`src/rtl/engine_defines.svh`:
```
// Engine-wide sizing and op code macros, included by the packages and every RTL module
`ifndef ENGINE_DEFINES_SVH
`define ENGINE_DEFINES_SVH

// MAC lanes per convolution channel, and the width of a lane index
`define ENGINE_LANES 4
`define ENGINE_LANE_W 2

// Data, weight and result word width
`define ENGINE_SAMPLE_W 16

// Terms summed per lane
`define ENGINE_OP_NUM_W 16

// Lane accumulator width
`define ENGINE_ACC_W 32

// Convolution op codes on op_type
`define ENGINE_OP_CH0 3'd1
`define ENGINE_OP_CH1 3'd2
`define ENGINE_OP_DUAL 3'd3

`endif
```
`src/rtl/engine_data_pkg.sv`:
```
// Datapath word types for FIFO pairs, lane accumulators and result FIFO write ports
`include "engine_defines.svh"

package engine_data_pkg;

	typedef logic [`ENGINE_SAMPLE_W-1:0] sample_t;

	typedef logic [`ENGINE_ACC_W-1:0] acc_t;

	// One read word from a channel's data and weight FIFOs
	typedef struct packed {
		sample_t data;
		sample_t weight;
	} conv_pair_t;

	// One result FIFO write port
	typedef struct packed {
		logic wr_en;
		sample_t data;
	} result_port_t;

endpackage

```
`src/rtl/engine_ctrl_pkg.sv`:
```
// Control-path types shared by the burst controller, result writeback and engine top
`include "engine_defines.svh"

package engine_ctrl_pkg;

	typedef enum logic [2:0] {
		OP_CH0 = `ENGINE_OP_CH0,
		OP_CH1 = `ENGINE_OP_CH1,
		OP_DUAL = `ENGINE_OP_DUAL
	} op_t;

	typedef enum logic [2:0] {
		ST_IDLE = 3'd0,
		ST_READING = 3'd1,
		ST_DRAINING = 3'd2,
		ST_WRITING = 3'd3,
		ST_FINISHED = 3'd4
	} state_t;

	// Marks the cycle a channel's FIFO pair is valid, and its lane
	typedef struct packed {
		logic valid;
		logic [`ENGINE_LANE_W-1:0] lane;
	} lane_strobe_t;

	typedef struct packed {
		logic p0;
		logic p1;
	} port_mask_t;

endpackage

```
`src/rtl/engine.sv`:
```
// Convolution engine top: burst controller, two MAC lane channels and the result writeback
`timescale 1ns/100ps
`include "engine_defines.svh"

module engine (
	input logic clk,
	input logic rst,
	input logic conv_ready,
	input engine_ctrl_pkg::op_t op_type,
	input logic [`ENGINE_OP_NUM_W-1:0] op_num,
	input engine_data_pkg::conv_pair_t ch0_pair,
	input engine_data_pkg::conv_pair_t ch1_pair,
	output logic ch0_rd_en,
	output logic ch1_rd_en,
	output engine_data_pkg::result_port_t p0_out,
	output engine_data_pkg::result_port_t p1_out,
	output logic conv_valid
);

	engine_ctrl_pkg::lane_strobe_t ch0_strobe;
	engine_ctrl_pkg::lane_strobe_t ch1_strobe;
	engine_ctrl_pkg::port_mask_t wb_mask;
	logic clear;
	logic wb_start;
	logic wb_done;
	logic [`ENGINE_LANE_W-1:0] wb_lane;
	engine_data_pkg::sample_t ch0_result;
	engine_data_pkg::sample_t ch1_result;

	burst_controller burst_controller_inst (
		.clk(clk),
		.rst(rst),
		.conv_ready(conv_ready),
		.op_type(op_type),
		.op_num(op_num),
		.ch0_rd_en(ch0_rd_en),
		.ch1_rd_en(ch1_rd_en),
		.ch0_strobe(ch0_strobe),
		.ch1_strobe(ch1_strobe),
		.clear(clear),
		.wb_start(wb_start),
		.wb_mask(wb_mask),
		.wb_done(wb_done),
		.conv_valid(conv_valid)
	);

	conv_channel conv_channel_0 (
		.clk(clk),
		.rst(rst),
		.clear(clear),
		.strobe(ch0_strobe),
		.pair(ch0_pair),
		.wb_lane(wb_lane),
		.lane_result(ch0_result)
	);

	conv_channel conv_channel_1 (
		.clk(clk),
		.rst(rst),
		.clear(clear),
		.strobe(ch1_strobe),
		.pair(ch1_pair),
		.wb_lane(wb_lane),
		.lane_result(ch1_result)
	);

	result_writeback result_writeback_inst (
		.clk(clk),
		.rst(rst),
		.wb_start(wb_start),
		.wb_mask(wb_mask),
		.ch0_result(ch0_result),
		.ch1_result(ch1_result),
		.wb_lane(wb_lane),
		.p0_out(p0_out),
		.p1_out(p1_out),
		.wb_done(wb_done)
	);

endmodule

```
`src/rtl/result_writeback.sv`:
```
// Streams the channel lane results, lane 0 first, onto the masked result FIFO ports
`timescale 1ns/100ps
`include "engine_defines.svh"

module result_writeback (
	input logic clk,
	input logic rst,
	input logic wb_start,
	input engine_ctrl_pkg::port_mask_t wb_mask,
	input engine_data_pkg::sample_t ch0_result,
	input engine_data_pkg::sample_t ch1_result,
	output logic [`ENGINE_LANE_W-1:0] wb_lane,
	output engine_data_pkg::result_port_t p0_out,
	output engine_data_pkg::result_port_t p1_out,
	output logic wb_done
);

	logic active;
	logic writing;
	logic last_wr;

	// Lane 0 is already selected while wb_start is high
	assign writing = wb_start || active;

	always_ff @(posedge clk or posedge rst) begin
		if (rst) begin
			active <= 1'b0;
			wb_lane <= '0;
			last_wr <= 1'b0;
			wb_done <= 1'b0;
			p0_out <= '0;
			p1_out <= '0;
		end else begin
			last_wr <= writing && (wb_lane == `ENGINE_LANE_W'(`ENGINE_LANES - 1));
			wb_done <= last_wr;
			if (writing) begin
				p0_out <= wb_mask.p0 ? '{wr_en: 1'b1, data: ch0_result} : '0;
				p1_out <= wb_mask.p1 ? '{wr_en: 1'b1, data: ch1_result} : '0;
				if (wb_lane == `ENGINE_LANE_W'(`ENGINE_LANES - 1)) begin
					active <= 1'b0;
					wb_lane <= '0;
				end else begin
					active <= 1'b1;
					wb_lane <= wb_lane + 1'b1;
				end
			end else begin
				p0_out <= '0;
				p1_out <= '0;
			end
		end
	end

endmodule

```
`src/rtl/burst_controller.sv`:
```
// Operation FSM for the engine: decodes the op, strobes FIFO reads lane by lane and starts writeback
`timescale 1ns/100ps
`include "engine_defines.svh"

module burst_controller (
	input logic clk,
	input logic rst,
	input logic conv_ready,
	input engine_ctrl_pkg::op_t op_type,
	input logic [`ENGINE_OP_NUM_W-1:0] op_num,
	output logic ch0_rd_en,
	output logic ch1_rd_en,
	output engine_ctrl_pkg::lane_strobe_t ch0_strobe,
	output engine_ctrl_pkg::lane_strobe_t ch1_strobe,
	output logic clear,
	output logic wb_start,
	output engine_ctrl_pkg::port_mask_t wb_mask,
	input logic wb_done,
	output logic conv_valid
);

	localparam int CNT_W = `ENGINE_OP_NUM_W + `ENGINE_LANE_W;
	// FIFO latency plus the two channel pipeline stages
	localparam int DRAIN_CYCLES = 3;

	engine_ctrl_pkg::state_t state;
	engine_ctrl_pkg::port_mask_t op_mask;
	engine_ctrl_pkg::port_mask_t start_mask;
	logic start;
	logic [CNT_W-1:0] rd_total;
	logic [CNT_W-1:0] rd_cnt;
	logic [`ENGINE_LANE_W-1:0] rd_lane;
	logic [1:0] drain_cnt;

	// Channel enables double as the result port mask
	always_comb begin
		start_mask = '0;
		case (op_type)
			engine_ctrl_pkg::OP_CH0: start_mask.p0 = 1'b1;
			engine_ctrl_pkg::OP_CH1: start_mask.p1 = 1'b1;
			engine_ctrl_pkg::OP_DUAL: start_mask = '{p0: 1'b1, p1: 1'b1};
			default: start_mask = '0;
		endcase
	end

	assign start = (state == engine_ctrl_pkg::ST_IDLE) && conv_ready &&
		(start_mask.p0 || start_mask.p1);

	assign ch0_rd_en = (state == engine_ctrl_pkg::ST_READING) && op_mask.p0;
	assign ch1_rd_en = (state == engine_ctrl_pkg::ST_READING) && op_mask.p1;
	assign wb_mask = op_mask;

	always_ff @(posedge clk or posedge rst) begin
		if (rst) begin
			state <= engine_ctrl_pkg::ST_IDLE;
			op_mask <= '0;
			rd_total <= '0;
			rd_cnt <= '0;
			rd_lane <= '0;
			drain_cnt <= '0;
			ch0_strobe <= '0;
			ch1_strobe <= '0;
			clear <= 1'b0;
			wb_start <= 1'b0;
			conv_valid <= 1'b0;
		end else begin
			// FIFO word shows up one cycle after its read strobe
			ch0_strobe <= '{valid: ch0_rd_en, lane: rd_lane};
			ch1_strobe <= '{valid: ch1_rd_en, lane: rd_lane};
			clear <= start || !conv_ready;
			wb_start <= 1'b0;
			case (state)
				engine_ctrl_pkg::ST_IDLE: begin
					if (start) begin
						op_mask <= start_mask;
						rd_total <= CNT_W'(op_num * `ENGINE_LANES);
						rd_cnt <= '0;
						rd_lane <= '0;
						drain_cnt <= '0;
						state <= (op_num == '0) ? engine_ctrl_pkg::ST_DRAINING :
							engine_ctrl_pkg::ST_READING;
					end
				end
				engine_ctrl_pkg::ST_READING: begin
					rd_cnt <= rd_cnt + 1'b1;
					rd_lane <= (rd_lane == `ENGINE_LANE_W'(`ENGINE_LANES - 1)) ? '0 :
						rd_lane + 1'b1;
					if (rd_cnt == rd_total - 1'b1) begin
						state <= engine_ctrl_pkg::ST_DRAINING;
					end
				end
				engine_ctrl_pkg::ST_DRAINING: begin
					drain_cnt <= drain_cnt + 1'b1;
					if (drain_cnt == 2'(DRAIN_CYCLES - 1)) begin
						state <= engine_ctrl_pkg::ST_WRITING;
						wb_start <= 1'b1;
					end
				end
				engine_ctrl_pkg::ST_WRITING: begin
					if (wb_done) begin
						state <= engine_ctrl_pkg::ST_FINISHED;
						conv_valid <= 1'b1;
					end
				end
				engine_ctrl_pkg::ST_FINISHED: begin
					if (!conv_ready) begin
						state <= engine_ctrl_pkg::ST_IDLE;
						conv_valid <= 1'b0;
					end
				end
				default: state <= engine_ctrl_pkg::ST_IDLE;
			endcase
		end
	end

endmodule

```
`src/rtl/conv_channel.sv`:
```
// One convolution channel: a bank of MAC lanes fed by a two-stage multiply/accumulate pipeline
`timescale 1ns/100ps
`include "engine_defines.svh"

module conv_channel (
	input logic clk,
	input logic rst,
	input logic clear,
	input engine_ctrl_pkg::lane_strobe_t strobe,
	input engine_data_pkg::conv_pair_t pair,
	input logic [`ENGINE_LANE_W-1:0] wb_lane,
	output engine_data_pkg::sample_t lane_result
);

	engine_data_pkg::acc_t acc [`ENGINE_LANES];
	engine_data_pkg::acc_t prod;
	engine_ctrl_pkg::lane_strobe_t prod_tag;

	// Lane tag follows the product into the accumulate stage
	always_ff @(posedge clk or posedge rst) begin
		if (rst) begin
			prod_tag <= '0;
		end else if (clear) begin
			prod_tag <= '0;
		end else begin
			prod_tag <= strobe;
		end
	end

	// Multiply stage, full 32-bit product of unsigned operands
	always_ff @(posedge clk) begin
		if (strobe.valid) begin
			prod <= engine_data_pkg::acc_t'(pair.data) *
				engine_data_pkg::acc_t'(pair.weight);
		end
	end

	// Accumulate stage
	always_ff @(posedge clk) begin
		if (clear) begin
			for (int i = 0; i < `ENGINE_LANES; i++) begin
				acc[i] <= '0;
			end
		end else if (prod_tag.valid) begin
			acc[prod_tag.lane] <= acc[prod_tag.lane] + prod;
		end
	end

	// Result wraps modulo 2^16
	assign lane_result = acc[wb_lane][`ENGINE_SAMPLE_W-1:0];

endmodule

```
`config.mk`:
```
export PLATFORM = sky130hd
export DESIGN_NAME = engine
export DESIGN_NICKNAME = d
export VERILOG_FILES = /design/src/rtl/engine_data_pkg.sv /design/src/rtl/engine_ctrl_pkg.sv /design/src/rtl/engine.sv /design/src/rtl/result_writeback.sv /design/src/rtl/burst_controller.sv /design/src/rtl/conv_channel.sv
export VERILOG_INCLUDE_DIRS = /design/src /design/src/rtl
export SDC_FILE = /design/constraint.sdc
export NUM_CORES = 1
export LEC_CHECK = 0
export BUFFER_PORTS_ARGS = -buffer_cell sky130_fd_sc_hd__buf_2
export CAP_MARGIN = 15
export CORE_MARGIN = 2
export CORE_UTILIZATION = 60
export DETAILED_ROUTE_END_ITERATION = 8
export PLACE_DENSITY = 0.79
export SETUP_SLACK_MARGIN = 0.15
export SYNTH_ARGS = -nofsm -noshare
export SYNTH_HDL_FRONTEND = slang
export SYNTH_SLANG_ARGS = --single-unit
```
`constraint.sdc`:
```
create_clock -name clk -period 5.1 [get_ports clk]
set_clock_uncertainty 0.05 [all_clocks]
set_input_delay 0.255 -clock clk [delete_from_list [all_inputs] [get_ports clk]]
set_output_delay 0.255 -clock clk [all_outputs]
set_load 0.05 [all_outputs]
```
==> impl_metrics.py <==
metrics = {
    "critical_path": {
        "worst_ep_required_time_ps": 5320,
        "cp-end-kind": "register",
        "worstPathArrival_ps": 4910,
        "cp_max_fo": 10,
        "critical_path_class": "input port to register",
        "cp-start-kind": "input port",
    },
    "power": {
        "vdd_drop_max_v": 0.000444,
        "p_comb_frac": 0.599,
        "powerDensity_nw_per_um2": 538,
        "power.share.clock": 0.150,
        "leakagePower_nw": 10.5,
        "pwr-share-seq": 0.251,
        "switching_share": 0.411,
        "total_power_mw": 12.5,
        "internal_power_mw": 7.36,
        "switchingPower_mw": 5.13,
    },
    "yosys": {
        "postSynthCellCount": 1980,
        "ys_ff_latch": 253,
        "synth_edf_count": 160,
        "avgSynthCellArea_sq_um": 10.4,
        "synth.distinct_cells": 71,
        "syn-cell-area_sq_um": 20600,
        "yosys_warnings": 0,
        "syn_nets": 2361,
        "async_reset_ff_frac": 0.368,
        "synth_ff_type": "edfxtp_1",
        "ys_seq_area_frac": 0.346,
    },
    "cells_and_area": {
        "instances_no_fill": 2599,
        "fin_nets": 2513,
        "multi_input_area_sq_um": 12300,
        "register_area_sq_um": 7140,
        "drive_gt1_frac": 0.157,
        "fill_cells": 2511,
        "area_growth_pct": 12.5,
        "antenna_cells": 0,
    },
    "floorplan": {
        "ios": 123,
        "die_h_um": 189,
        "num_rows": 67,
        "core_sq_um": 33700,
        "die-width_um": 189,
        "start_util": 0.612,
        "dieArea_sq_um": 35900,
    },
    "placed_design": {
        "dp_hpwl_mm": 35.6,
        "io_buffers": 122,
        "dp.cells": 2531,
        "place_ws_ps": -140,
        "place_congestion": 0.909,
    },
    "route": {
        "top_layer_used": "met4",
        "met3WireLength_mm": 2.77,
        "drt_wl_total_mm": 47.5,
        "wl_met2_mm": 24.6,
        "wire_per_inst_um": 18.3,
        "num_vias": 14800,
        "wl_met1_mm": 19.0,
        "drtIter0Drc": 1168,
        "drc": 0,
        "viasPerCell": 5.69,
        "dr.pass1.iters": 5,
        "ant_nets": 0,
    },
    "hold_path": {
        "min_path_type": "input port to register",
    },
    "clock_network": {
        "clk_pin_slew_ps": 60,
        "cts_tree": "done",
        "clock-sinks": 253,
        "htreeDepth": 1,
        "cts_made_buffers": 25,
        "clock_latency_ps": 530,
        "cts-root-buf": "clkbuf_16",
        "post-cts-setup-buffers": 0,
        "cts_buffer_depth": 3,
    },
    "global_routing": {
        "grt_overflow": 0,
        "grt_pass1_wl_mm": 78.8,
        "first_global_vias": 15900,
        "antenna_found_initial": 0,
        "grt.total_usage": 0.275,
        "grt_max_degree": 49,
    },
    "sta": {
        "worst_slack_ps": 412,
        "fin_crit_sh": 0.919,
        "maxSlewViolCount": 0,
        "relSlewSlack": 0.326,
        "rsz0062_at_grt": "no",
        "setup_violations": 0,
        "fin_crit_ps": 4690,
        "whs_ps": 9.42,
        "timing.fmax_mhz": 213,
        "finalHoldViolCount": 0,
        "tightest_slew_ps": 1010,
        "setup_tns_ps": 0,
    },
    "flow_run": {
        "max_cap_violations": 0,
    },
    "status": {
        "outcome": "completed",
    },
}
## metrics by stage
stage / instance area [sq um] / utilization
floorplan: 20800 / -
global placement: 22100 / 0.656
detailed placement: 22100 / 0.656
CTS: 23200 / 0.687
global route: 23200 / 0.688
finish: 23200 / 0.688
## path summary, 6_finish.rpt
kind | from | slack [ps] | cells past startpoint | to
hold reg to reg | result_writeback_inst.last_wr$_DFF_PP0_ | 300 | 0 | result_writeback_inst.wb_done$_DFF_PP0_
setup reg to reg | conv_channel_0.prod_tag[1]$_DFF_PP0_ | 1120 | 10 | conv_channel_0.acc[1][14]$_SDFFCE_PN0P_
setup / recovery | ch1_pair[6] | 410 | 18 | conv_channel_1.prod[15]$_DFFE_PP_
min in group asynchronous | rst | 300 | 3 | result_writeback_inst.p1_out[10]$_DFF_PP0_
hold / removal | op_type[2] | 9 | 4 | burst_controller_inst.wb_mask[1]$_DFFE_PP0P_
max in group asynchronous | rst | 3680 | 4 | burst_controller_inst.rd_total[4]$_DFFE_PP0P_
## registers in the layout, summed over array words and instances, names as in the netlist, 16 cells and up
register	cells
burst_controller_inst.rd_total	16
result_writeback_inst.p0_out	17
conv_channel_0.acc	64
result_writeback_inst.p1_out	17
conv_channel_1.prod	16
conv_channel_0.prod	16
conv_channel_1.acc	64
burst_controller_inst.rd_cnt	18
## cell type report
cell class | instances | share of cell area
inverters | 263 | 0.0427
flip-flops and latches | 253 | 0.308
multi-input cells | 1386 | 0.532
clock buffers | 29 | 0.0281
repair buffers | 203 | 0.0578
clock inverters | 17 | 0.00798
well taps | 448 | 0.0242
## placed cells by master (no fill, tap or decap), types with 4 or more instances in the layout
cell type	Yosys	final
a211o_1	5	5
a21o_1	18	18
a21oi_1	36	34
and2_1	145	136
and2_4	0	9
and3_1	12	11
buf_12	0	4
buf_2	8	122
buf_4	0	55
clkbuf_16	0	25
dfrtp_1	93	90
dlygate4sd3_1	0	21
edfxtp_1	160	160
fa_1	162	159
ha_1	133	128
ha_4	0	5
inv_1	263	259
mux2_2	4	4
mux2i_1	6	6
mux4_2	64	64
nand2_1	239	239
nand2b_1	19	19
nand3_1	35	35
nand4_1	6	6
nor2_1	154	154
nor2b_1	48	48
nor3_1	18	18
nor3b_1	4	4
nor4_1	10	9
o211ai_1	8	8
o21a_1	13	13
o21ai_0	50	47
o21ai_1	8	10
o21bai_1	4	4
o31ai_1	6	5
or3_1	4	4
or4_1	4	4
xnor2_1	87	87
xor2_1	31	31
## routing by layer
layer / global-route usage / vias to the layer above
met1: 0.354 / 7287
li1: - / 6849
met4: 0.0748 / 0
met5: 0 / -
met2: 0.502 / 564
met3: 0.0215 / 94
## power by group through the flow
stage | sequential, mW | combinational [mW] | clock, mW
floorplan | 3.06 | 5.76 | 0
global placement | 3.14 | 7.21 | 0
detailed placement | 3.16 | 7.47 | 0
CTS | 3.13 | 7.54 | 1.89
global route | 3.18 | 8.45 | 1.98
finish | 3.13 | 7.48 | 1.87
## synthesized netlist by cell type, types with 50 or more instances
cell / instances / area, sq um
inv_1: 263 / 987
nand2_1: 239 / 897
fa_1: 162 / 3240
edfxtp_1: 160 / 4800
nor2_1: 154 / 578
and2_1: 145 / 907
ha_1: 133 / 1660
dfrtp_1: 93 / 2330
xnor2_1: 87 / 762
clkbuf_1: 64 / 240
mux4_2: 64 / 1440
o21ai_0: 50 / 250
## kinds of logic (layout without fill, tap and decap cells)
family,after synthesis,count (layout),synth area share
buffers and inverters,341,512,0.0633
muxes,74,74,0.0750
and+or+nand+nor,716,716,0.170
AOI/OAI and AO/OA,183,183,0.0580
adders and majority gates,295,295,0.238
DFF,253,253,0.346
xor gates and xnor gates,118,118,0.0501
## worst max-delay path: stages
cell and delay, ps:
buf_2 150, and2_1 190, fa_1 530, inv_1 60
fa_1 540, inv_1 60, fa_1 410, fa_1 540
inv_1 50, fa_1 480, fa_1 450, xnor2_1 190
xnor2_1 150, xnor2_1 150, xnor2_1 150, xnor2_1 110
xnor2_1 330, xnor2_1 100
## repair_timing
item                                    in CTS  in global routing
gates resized for setup                      0                  0
endpoints found under the setup margin       0                  0
hold buffers                                21                  0
endpoints found under the hold margin       68                  0
No activity file was read; power rests on OpenSTA's default activity.
